## src/hw/uart_pkg.sv

```systemverilog
`default_nettype none

package uart_pkg;

	typedef logic [7:0] uart_byte_t;
	typedef logic [1:0] wb_addr_t;
	typedef logic [31:0] wb_data_t;

	typedef struct packed
	{
		logic cyc;
		logic stb;
		logic we;
		wb_addr_t adr;
		wb_data_t dat;
	} wb_req_t;

	typedef struct packed
	{
		logic ack;
		wb_data_t dat;
	} wb_rsp_t;

	localparam wb_addr_t ADDR_DATA = 2'd0;
	localparam wb_addr_t ADDR_STATUS = 2'd1;

	localparam int STATUS_RX_VALID = 0;
	localparam int STATUS_TX_BUSY = 1;
	localparam int STATUS_RX_OVERRUN = 2;
	localparam int STATUS_PARITY_ERROR = 3;

	typedef enum logic [2:0] {RX_IDLE, RX_START, RX_DATA, RX_PARITY, RX_STOP} rx_state_t;
	typedef enum logic [2:0] {TX_IDLE, TX_START, TX_DATA, TX_PARITY, TX_STOP} tx_state_t;

	typedef struct packed
	{
		logic valid;
		logic parity_error;
		uart_byte_t data;
	} rx_event_t;

endpackage

`default_nettype wire

```

## src/hw/uart_timer.sv

```systemverilog
`timescale 1ns/1ns
`default_nettype none

module uart_timer
	#(
		parameter int BAUD_RATE = 115_200,
		parameter int EXTERNAL_CLOCK = 50_000_000
	)
	(
		input wire clk,
		input wire async_nreset,

		input wire enable,
		input wire clear,

		output logic half_tick,
		output logic tick
	);

	localparam int PERIOD = EXTERNAL_CLOCK / BAUD_RATE;
	localparam int CNT_W = $clog2(PERIOD);

	typedef logic [CNT_W-1:0] count_t;

	localparam count_t LAST = count_t'(PERIOD - 1);
	localparam count_t HALF_POINT = count_t'(PERIOD / 2 - 1);

	count_t count_q;

	always_ff @(posedge clk, negedge async_nreset)
	begin
		if (!async_nreset)
			count_q <= '0;
		else if (clear)
			count_q <= '0;
		else if (enable)
			count_q <= (count_q == LAST) ? '0 : count_q + count_t'(1);
	end

	assign half_tick = enable && (count_q == HALF_POINT); // Middle of the bit period.
	assign tick = enable && (count_q == LAST); // Last cycle of the bit period.

	a_ticks_exclusive: assert property (@(posedge clk) disable iff (!async_nreset)
		!(half_tick && tick));

endmodule

`default_nettype wire

```

## src/hw/uart_rx.sv

```systemverilog
`timescale 1ns/1ns
`default_nettype none

module uart_rx
	#(
		parameter int BAUD_RATE = 115_200,
		parameter int EXTERNAL_CLOCK = 50_000_000
	)
	(
		input wire clk,
		input wire async_nreset,

		input wire rxd,

		output uart_pkg::rx_event_t rx_event
	);

	import uart_pkg::*;

	rx_state_t state_q, state_next;
	logic [1:0] rxd_sync_q;
	logic rxd_s;
	uart_byte_t shift_q, shift_next;
	logic [2:0] bit_cnt_q, bit_cnt_next;
	rx_event_t event_q, event_next;

	logic timer_enable;
	logic timer_clear;
	logic timer_half_tick;
	logic timer_tick;

	uart_timer
	#(
		.BAUD_RATE(BAUD_RATE),
		.EXTERNAL_CLOCK(EXTERNAL_CLOCK)
	)
	u_timer
	(
		.clk(clk),
		.async_nreset(async_nreset),
		.enable(timer_enable),
		.clear(timer_clear),
		.half_tick(timer_half_tick),
		.tick(timer_tick)
	);

	assign rxd_s = rxd_sync_q[1]; // The line is asynchronous to clk.

	always_comb
	begin
		state_next = state_q;
		shift_next = shift_q;
		bit_cnt_next = bit_cnt_q;
		event_next = '0;
		timer_enable = 1'b1;
		timer_clear = 1'b0;

		case (state_q)
			RX_IDLE:
			begin
				timer_enable = 1'b0;
				timer_clear = 1'b1; // Bit timing starts at the falling edge.
				if (!rxd_s)
					state_next = RX_START;
			end
			RX_START:
			begin
				if (timer_half_tick && rxd_s)
					state_next = RX_IDLE; // Glitch, not a start bit.
				else if (timer_tick)
				begin
					bit_cnt_next = '0;
					state_next = RX_DATA;
				end
			end
			RX_DATA:
			begin
				if (timer_half_tick)
					shift_next = {rxd_s, shift_q[7:1]}; // LSB arrives first.
				else if (timer_tick)
				begin
					if (bit_cnt_q == 3'd7)
						state_next = RX_PARITY;
					else
						bit_cnt_next = bit_cnt_q + 3'd1;
				end
			end
			RX_PARITY:
			begin
				if (timer_half_tick)
				begin
					event_next.data = shift_q;
					if (rxd_s == ^shift_q)
						event_next.valid = 1'b1;
					else
						event_next.parity_error = 1'b1;
				end
				if (timer_tick)
					state_next = RX_STOP;
			end
			RX_STOP:
			begin
				if (timer_tick)
					state_next = RX_IDLE;
			end
			default:
				state_next = RX_IDLE;
		endcase
	end

	always_ff @(posedge clk, negedge async_nreset)
	begin
		if (!async_nreset)
		begin
			state_q <= RX_IDLE;
			rxd_sync_q <= 2'b11;
			bit_cnt_q <= '0;
			event_q <= '0;
		end
		else
		begin
			state_q <= state_next;
			rxd_sync_q <= {rxd_sync_q[0], rxd};
			bit_cnt_q <= bit_cnt_next;
			event_q <= event_next;
		end
	end

	always_ff @(posedge clk)
	begin
		shift_q <= shift_next;
	end

	assign rx_event = event_q;

	a_event_exclusive: assert property (@(posedge clk) disable iff (!async_nreset)
		!(event_q.valid && event_q.parity_error));

endmodule

`default_nettype wire

```

## src/hw/uart_tx.sv

```systemverilog
`timescale 1ns/1ns
`default_nettype none

module uart_tx
	#(
		parameter int BAUD_RATE = 115_200,
		parameter int EXTERNAL_CLOCK = 50_000_000
	)
	(
		input wire clk,
		input wire async_nreset,

		input wire start,
		input wire uart_pkg::uart_byte_t data,

		output logic txd,
		output logic busy
	);

	import uart_pkg::*;

	tx_state_t state_q, state_next;
	uart_byte_t shift_q, shift_next;
	logic parity_q, parity_next;
	logic [2:0] bit_cnt_q, bit_cnt_next;
	logic txd_q, txd_next;

	logic timer_enable;
	logic timer_clear;
	logic timer_tick;

	uart_timer
	#(
		.BAUD_RATE(BAUD_RATE),
		.EXTERNAL_CLOCK(EXTERNAL_CLOCK)
	)
	u_timer
	(
		.clk(clk),
		.async_nreset(async_nreset),
		.enable(timer_enable),
		.clear(timer_clear),
		.half_tick(),
		.tick(timer_tick)
	);

	always_comb
	begin
		state_next = state_q;
		shift_next = shift_q;
		parity_next = parity_q;
		bit_cnt_next = bit_cnt_q;
		timer_enable = 1'b1;
		timer_clear = 1'b0;

		case (state_q)
			TX_IDLE:
			begin
				timer_enable = 1'b0;
				timer_clear = 1'b1;
				if (start)
				begin
					shift_next = data;
					parity_next = ^data; // Even parity.
					state_next = TX_START;
				end
			end
			TX_START:
			begin
				if (timer_tick)
				begin
					bit_cnt_next = '0;
					state_next = TX_DATA;
				end
			end
			TX_DATA:
			begin
				if (timer_tick)
				begin
					shift_next = {1'b0, shift_q[7:1]};
					if (bit_cnt_q == 3'd7)
						state_next = TX_PARITY;
					else
						bit_cnt_next = bit_cnt_q + 3'd1;
				end
			end
			TX_PARITY:
			begin
				if (timer_tick)
					state_next = TX_STOP;
			end
			TX_STOP:
			begin
				if (timer_tick)
					state_next = TX_IDLE;
			end
			default:
				state_next = TX_IDLE;
		endcase

		case (state_next) // The line level follows the next state, so txd is a flop.
			TX_START: txd_next = 1'b0;
			TX_DATA: txd_next = shift_next[0];
			TX_PARITY: txd_next = parity_next;
			default: txd_next = 1'b1;
		endcase
	end

	always_ff @(posedge clk, negedge async_nreset)
	begin
		if (!async_nreset)
		begin
			state_q <= TX_IDLE;
			bit_cnt_q <= '0;
			txd_q <= 1'b1;
		end
		else
		begin
			state_q <= state_next;
			bit_cnt_q <= bit_cnt_next;
			txd_q <= txd_next;
		end
	end

	always_ff @(posedge clk)
	begin
		shift_q <= shift_next;
		parity_q <= parity_next;
	end

	assign txd = txd_q;
	assign busy = (state_q != TX_IDLE);

	a_no_start_busy: assert property (@(posedge clk) disable iff (!async_nreset)
		start |-> !busy);

endmodule

`default_nettype wire

```

## src/hw/uart_wb_regs.sv

```systemverilog
`timescale 1ns/1ns
`default_nettype none

module uart_wb_regs
	(
		input wire clk,
		input wire async_nreset,

		input wire uart_pkg::wb_req_t wb_req,
		output uart_pkg::wb_rsp_t wb_rsp,

		input wire uart_pkg::rx_event_t rx_event,

		input wire tx_busy,
		output logic tx_start,
		output uart_pkg::uart_byte_t tx_data
	);

	import uart_pkg::*;

	logic ack_q;
	logic access;
	logic wr_data;
	logic wr_status;
	logic rd_data;
	logic tx_accept;

	logic rx_valid_q;
	logic rx_overrun_q;
	logic parity_error_q;
	logic tx_start_q;

	uart_byte_t rx_data_q;
	uart_byte_t tx_data_q;
	wb_data_t rd_data_q;
	wb_data_t rd_mux;
	wb_data_t status_word;

	assign access = wb_req.cyc && wb_req.stb && !ack_q; // New cycle, ack comes next.
	assign wr_data = access && wb_req.we && (wb_req.adr == ADDR_DATA);
	assign wr_status = access && wb_req.we && (wb_req.adr == ADDR_STATUS);
	assign rd_data = access && !wb_req.we && (wb_req.adr == ADDR_DATA);
	assign tx_accept = wr_data && !tx_busy; // Writes while busy are dropped.

	always_comb
	begin
		status_word = '0;
		status_word[STATUS_RX_VALID] = rx_valid_q;
		status_word[STATUS_TX_BUSY] = tx_busy;
		status_word[STATUS_RX_OVERRUN] = rx_overrun_q;
		status_word[STATUS_PARITY_ERROR] = parity_error_q;

		case (wb_req.adr)
			ADDR_DATA: rd_mux = wb_data_t'(rx_data_q);
			ADDR_STATUS: rd_mux = status_word;
			default: rd_mux = '0;
		endcase
	end

	always_ff @(posedge clk, negedge async_nreset)
	begin
		if (!async_nreset)
		begin
			ack_q <= 1'b0;
			tx_start_q <= 1'b0;
			rx_valid_q <= 1'b0;
			rx_overrun_q <= 1'b0;
			parity_error_q <= 1'b0;
		end
		else
		begin
			ack_q <= access;
			tx_start_q <= tx_accept; // Lands in the ack cycle.

			if (rx_event.valid)
				rx_valid_q <= 1'b1;
			else if (rd_data)
				rx_valid_q <= 1'b0;

			if (rx_event.valid && rx_valid_q && !rd_data)
				rx_overrun_q <= 1'b1; // Unread byte is being overwritten.
			else if (wr_status)
				rx_overrun_q <= 1'b0;

			if (rx_event.parity_error)
				parity_error_q <= 1'b1;
			else if (wr_status)
				parity_error_q <= 1'b0;
		end
	end

	always_ff @(posedge clk)
	begin
		if (rx_event.valid)
			rx_data_q <= rx_event.data;
		if (tx_accept)
			tx_data_q <= wb_req.dat[7:0];
		if (access)
			rd_data_q <= rd_mux;
	end

	assign wb_rsp = '{ack: ack_q, dat: rd_data_q};
	assign tx_start = tx_start_q;
	assign tx_data = tx_data_q;

	a_ack_single: assert property (@(posedge clk) disable iff (!async_nreset)
		ack_q |=> !ack_q);

endmodule

`default_nettype wire

```

## src/hw/uart_top.sv

```systemverilog
`timescale 1ns/1ns
`default_nettype none

module uart_top
	#(
		parameter int BAUD_RATE = 115_200,
		parameter int EXTERNAL_CLOCK = 50_000_000
	)
	(
		input wire clk,
		input wire async_nreset,

		input wire uart_pkg::wb_req_t wb_req,
		output uart_pkg::wb_rsp_t wb_rsp,

		input wire rxd,
		output logic txd
	);

	import uart_pkg::*;

	rx_event_t rx_event;
	logic tx_start;
	logic tx_busy;
	uart_byte_t tx_data;

	uart_wb_regs u_regs
	(
		.clk(clk),
		.async_nreset(async_nreset),
		.wb_req(wb_req),
		.wb_rsp(wb_rsp),
		.rx_event(rx_event),
		.tx_busy(tx_busy),
		.tx_start(tx_start),
		.tx_data(tx_data)
	);

	uart_rx
	#(
		.BAUD_RATE(BAUD_RATE),
		.EXTERNAL_CLOCK(EXTERNAL_CLOCK)
	)
	u_rx
	(
		.clk(clk),
		.async_nreset(async_nreset),
		.rxd(rxd),
		.rx_event(rx_event)
	);

	uart_tx
	#(
		.BAUD_RATE(BAUD_RATE),
		.EXTERNAL_CLOCK(EXTERNAL_CLOCK)
	)
	u_tx
	(
		.clk(clk),
		.async_nreset(async_nreset),
		.start(tx_start),
		.data(tx_data),
		.txd(txd),
		.busy(tx_busy)
	);

endmodule

`default_nettype wire

```

## config.mk

```make
export PLATFORM = sky130hd
export DESIGN_NAME = uart_top
export DESIGN_NICKNAME = d
export VERILOG_FILES = /design/src/hw/uart_pkg.sv /design/src/hw/uart_timer.sv /design/src/hw/uart_rx.sv /design/src/hw/uart_tx.sv /design/src/hw/uart_wb_regs.sv /design/src/hw/uart_top.sv
export SDC_FILE = /design/constraint.sdc
export NUM_CORES = 1
export LEC_CHECK = 0
export ABC_CLOCK_PERIOD_IN_PS = 3100
export BUFFER_PORTS_ARGS = -buffer_cell sky130_fd_sc_hd__buf_2
export CAP_MARGIN = 40
export CORE_ASPECT_RATIO = 0.5
export CORE_MARGIN = 10
export CORE_UTILIZATION = 38
export DETAILED_ROUTE_END_ITERATION = 10
export PLACE_DENSITY = 0.68
export SETUP_SLACK_MARGIN = 0.4
export SLEW_MARGIN = 20
export SYNTH_ARGS = -nofsm -noshare
export SYNTH_HDL_FRONTEND = slang
export SYNTH_SLANG_ARGS = --single-unit
```

## constraint.sdc

```tcl
create_clock -name clk -period 3.1 [get_ports clk]
set_input_delay 0.31 -clock clk [delete_from_list [all_inputs] [get_ports clk]]
set_output_delay 0.31 -clock clk [all_outputs]
set_load 0.05 [all_outputs]
```

# Word level (Yosys, flattened, before mapping)
# Cells that the tools add are included.
# op_classes
n_addsub,4
eq_ne,34
mux,51
n_reduce_logical,35
# op_table
op,n
two-way mux 3 bit,21
two-way mux 9 bit,6
case mux 8 bit (2 select lines),2
case mux 3 bit (5 select lines),2
two-way mux 10 bit,2
adder 9 x 1 -> 9 bit (second input constant),2
== test 3 x 2 -> 1 bit (second input constant),6
== test 9 bit (second input constant),2
inequality test 2 x 1 -> 1 bit (second input constant),9
two-way mux 8 bit,2
XOR reduction 8 bit,2
logical AND 1 bit,14
two-way mux 1 bit,13
== test 3 bit (second input constant),4
inequality test 2 bit (second input constant),6
case mux 3 bit (2 select lines),2
nonzero test 2 bit,6
== test 3 x 1 -> 1 bit (second input constant),3
== test 9 x 8 -> 1 bit (second input constant),1
AND reduction 7 bit,1
adder 3 x 1 -> 3 bit (second input constant),2
zero test 3 bit,2
AND reduction 6 bit,1
zero test 1 bit,4
9 further kinds,9
# totals
regBits,113
in_bits,40
out_inout_bits,34
elab_cells,147

# Logic depth before layout (Yosys ltp)
# depth
depth_word,7
depth_mapped,7
ltp_nobuf,7

# Modules after synthesis
# Synthesis repeated with hierarchy kept, for this count alone.
# unflattened
hier_cells,339
hier_area_um2,4287.9
# modules_own_cells
mod,instances,cells_per_inst,area_each_um2,seq_area_each_um2
uart_wb_regs,1,76,1211.2,845.8
uart_timer,2,57,565.5,225.2
uart_rx,1,77,1089.8,693.2
uart_tx,1,72,855.8,426.7

# Least setup slack after synthesis
# No wires, ideal clock.
# synth_timing
path_kind,register to register
start,register u_tx.u_timer.count_q[1]
end,register u_tx.bit_cnt_q[0]
setup_time_ns,0.125
arrival_time_ns,1.916
required_ns,2.975
setup_slack_ns,1.059
path_stages_with_launch,7
n_path_buf,0
period_less_slack_ns,2.041
path_cell_list,dfrtp_1 -> inv_1 -> ha_1 -> or4b_4 -> or2_4 -> or3_4 -> mux2_4
# synth_via
elab_chain_len,4
elab_cells_between_ends,5
cone_classes,eq/ne: 3; reduce/logical: 2
# synth_rtl
element,line,source
start: declaration,uart_timer.sv:28,count_t count_q;
start signal: assignment,uart_timer.sv:37,count_q <= (count_q == LAST) ? '0 : count_q + count_t'(1);
== test 9 bit (*),uart_timer.sv:41,assign tick = enable && (count_q == LAST);
logical AND 1 bit (*),uart_timer.sv:41,
inequality test 2 x 1 -> 1 bit (no source line),--,
AND reduction 4 bit (no source line) (*),--,
end signal: assignment,uart_tx.sv:120,bit_cnt_q <= bit_cnt_next;
end: declaration,uart_tx.sv:25,"logic [2:0] bit_cnt_q, bit_cnt_next;"
# Mark *: on every way between the ends. The rest lies on a longest branch, timed or not.
# A chain may end at the register's enable or synchronous reset.

# Worst setup path after layout
# layout_timing
start,register u_tx.u_timer.count_q[1]
end,"register u_tx.shift_q[5], enable pin"
# layout_via
elab_chain_len,4
# layout_rtl
element,line,source
== test 9 bit,uart_timer.sv:41,
logical AND 1 bit,uart_timer.sv:41,
inequality test 2 x 1 -> 1 bit (no source line),--,
AND reduction 3 bit (no source line),--,
end signal: assignment,uart_tx.sv:127,shift_q <= shift_next;
end: declaration,uart_tx.sv:23,"uart_byte_t shift_q, shift_next;"
# Every way passes these cells.

==> impl_results.md <==
* Status: finished, final reports clean
* Total track usage at 8.61%
* CP required at 3.14 ns
* RR Startpoint: u_tx.u_timer.count_q[1]
* Area grow syn2layout at 13.6%
* Vias per cell at 4.52
* Clk slew on worst S/H paths at 0.06 ns
* Mapped Area at 3910 µm²
* Die H at 91.7 µm
* Die Width at 163 µm
* IO buf count at 25
* Die footprint at 15000 µm²
* First-pass GRT wire length at 10200 µm
* Yosys reg bits at 89
* Crit end category: flip-flop
* Clk buf depth at 2
* Number of buffers created by CTS at 9
* Crit path max fanout at 9
* Sink Count at 89
* Drc violations at 0
* Fin Setup TNS at 0 ns
* Power density cells at 593 nW/µm²
* Cell taking the most area after synthesis: edfxtp_1
* Async S/R FF share, synth at 53.9%
* Routed Antenna Nets at 0
* Antenna Cells at 0
* Max-Cap Viols at 0
* Top FF cell, synth: dfrtp_1
* Final min period at 2.23 ns
* Synth top area cells: edfxtp_1 30%, dfrtp_1 29%, buf_4 4.8%
* Sequential share of the synthesized area at 61.8%
* Placed inst area at slightly above 4000 µm²
* Post-route cell area at 4440 µm²
* Final hold vios at 0
* Worst R2R Path Depth at 5
* Root Buffer: clkbuf_16
* Fin nets at around 400
* CTS tree: built
* Synth unique cells at 52
* Layout cells sized above 1 at ~18%
* HP Class: input port to flip-flop
* Row count at 26
* Reg2Reg Setup Slack at 0.87 ns
* DP HPWL at 4480 µm
* Core ar. at 10100 µm²
* Max-slew headroom at 57.3%
* WL per Instance at 13.0 µm
* WL final at ~6300 µm
* Gpl congestion at 0.734
* Post-CTS setup buffer count at 0
* Pleak at 1.84 nW
* Peak VDD IR at around 260 µV
* I/O pins at 74
* Synthesized area per cell at 12.7 µm²
* Max frequency at 449 MHz
* Mapped Cells at slightly above 300
* Final period utilization at 71.8%
* Area share of the largest cell type after synthesis at around 30%
* EDFF count, synth at 39
* GRT overflow at 0
* H-tree depth at 3
* Setup repair after global routing missed its margin: no
* Antenna violations before repair at 0
* Worst-margin pin slew at 0.635 ns
* Critical path startpoint category: flip-flop
* Setup CP Type: flip-flop to flip-flop
* Initial DRC count at 101
* Worst-Skew Late Latency at 0.34 ns
* Yosys synthesis warning count at 0
* Capture point of the critical path: u_tx.shift_q[5]
* Crit path DAT at between 2 and 2.5 ns
* Fill cell count at 935
* Drt first pass iters at 4
* Critical Path Start: u_tx.u_timer.count_q[1]
* Final Skew at 0.00551 ns
* Number of global-route vias before repair at 2153
* Setup Viol. Count Final at 0
* Initial cell density of the core at 38.6%
* Final Max Tran Viols at 0
* Vias at about 2200
* RR Endpoint: u_tx.shift_q[5]
* Largest net degree at the start of global routing at 36
## sequential cells by signal, summed over array words and instances, names as in the netlist, 2 cells and up
| signal | cells |
|---|---|
| u_rx.bit_cnt_q | 3 |
| u_rx.u_timer.count_q | 9 |
| u_tx.bit_cnt_q | 3 |
| u_rx.rx_event | 10 |
| u_tx.u_timer.count_q | 9 |
| u_tx.shift_q | 8 |
| u_tx.state_q | 3 |
| u_regs.rd_data_q | 8 |
| u_regs.rx_data_q | 8 |
| u_rx.shift_q | 8 |
| u_rx.rxd_sync_q | 2 |
| u_rx.state_q | 3 |
| u_regs.tx_data | 8 |
## worst min path at each step
stage | from | endpoint | cells past startpoint
after floorplan | async_nreset | u_regs.ack_q | 0
after global placement | u_rx.rxd_sync_q[0] | u_rx.rxd_sync_q[1] | 0
after detailed placement | u_rx.rxd_sync_q[0] | u_rx.rxd_sync_q[1] | 0
after CTS | rxd | u_rx.rxd_sync_q[0] | 1
after global routing | rxd | u_rx.rxd_sync_q[0] | 1
final | rxd | u_rx.rxd_sync_q[0] | 1
## critical path, cell delays in order, from the launching register on
cell     delay [ns]
dfrtp_1        0.39
inv_1          0.07
ha_1           0.12
or4b_4         0.49
nor3b_2        0.53
or2_2          0.32
## Yosys cell counts, drive strengths merged (2+ instances only)
cell    count
and2       15
ha          9
nand4       3
o21ai       2
dfstp       3
nand3       7
or4         3
nor3        5
clkbuf      5
xnor2      19
and4        3
a21o        2
nand2b      2
buf        25
dfrtp      45
nand3b      2
xor2       10
or2         4
or3         2
nor4b       2
nor3b       2
nor2b       3
a22o        9
inv        11
nand2      12
nor2       32
a211oi      2
and3        2
mux2i       5
o31ai       3
a21oi       5
dfxtp       2
mux2        2
edfxtp     39
## power breakdown
group          internal (mW)  switching [mW]
Sequential              1.28          0.0310
Combinational         0.0758           0.195
Clock                  0.623           0.430
Total                   1.98           0.656
## what timing repair did
item                                   in CTS  in global routing
hold buffers                                0                  1
gates resized for setup                     0                  0
endpoints found under the hold margin       0                  2
## per-stage QoR
step           hold WS (ns)  setup slack (ns)  instances  utilization, %  power [mW]
4_1_cts              0.0594             0.802        486            43.6        2.66
3_3_place_gp          0.346             0.844        469            40.7        1.60
2_1_floorplan        0.0144              1.06        331               -        1.56
5_1_grt              0.0573             0.751        488            43.9        2.74
6_report             0.0730             0.873        488            43.9        2.63
3_5_place_dp          0.348             0.809        470            40.7        1.60
## cell families after synthesis
family / share of synthesized area (%)
AOI/OAI and AO/OA: 5.99
xor gates and xnor gates: 6.50
adders and majority gates: 2.88
buffers and inverters: 6.34
DFF: 61.8
muxes: 1.95
other: 0.0960
and+or+nand+nor: 14.4
## routing by layer
layer / share of wire (%) / vias to the layer above / track usage (%)
met5: 0 / - / 0
met4: 2.0 / 0 / 4.93
met3: 4.6 / 9 / 3.35
met2: 45 / 40 / 12.7
met1: 48 / 1058 / 10.6
li1: - / 1099 / -
## cell usage in the layout (no fill, tap or decap), types with 3 or more instances in the layout
| cell | Yosys | final |
|---|---|---|
| buf_2 | 0 | 26 |
| nor3_1 | 5 | 5 |
| o31ai_1 | 3 | 3 |
| mux2i_1 | 5 | 5 |
| nand3_1 | 7 | 7 |
| edfxtp_1 | 39 | 39 |
| conb_1 | 1 | 24 |
| dfstp_2 | 3 | 3 |
| a22o_1 | 8 | 8 |
| nand4_1 | 3 | 3 |
| xnor2_1 | 19 | 19 |
| nand2_1 | 12 | 12 |
| nor2_1 | 32 | 32 |
| a21oi_1 | 4 | 4 |
| inv_1 | 11 | 11 |
| ha_1 | 9 | 9 |
| or2_2 | 3 | 3 |
| dfrtp_1 | 45 | 45 |
| buf_4 | 25 | 3 |
| or4_1 | 3 | 3 |
| clkbuf_16 | 0 | 9 |
| and2_1 | 15 | 15 |
| nor2b_1 | 3 | 3 |
| xor2_1 | 10 | 10 |
## final cells by class
cell class | instances | area (µm²) | share of cell area (%)
Clock buffer | 11 | 233 | 5.24
Clock inverter | 5 | 56.3 | 1.27
Inverter | 11 | 41.3 | 0.930
Tap cell | 140 | 175 | 3.94
Multi-Input combinational cell | 201 | 1340 | 30.1
Timing Repair Buffer | 31 | 183 | 4.11
Sequential cell | 89 | 2420 | 54.4
Power figures use the tool's default switching activity.
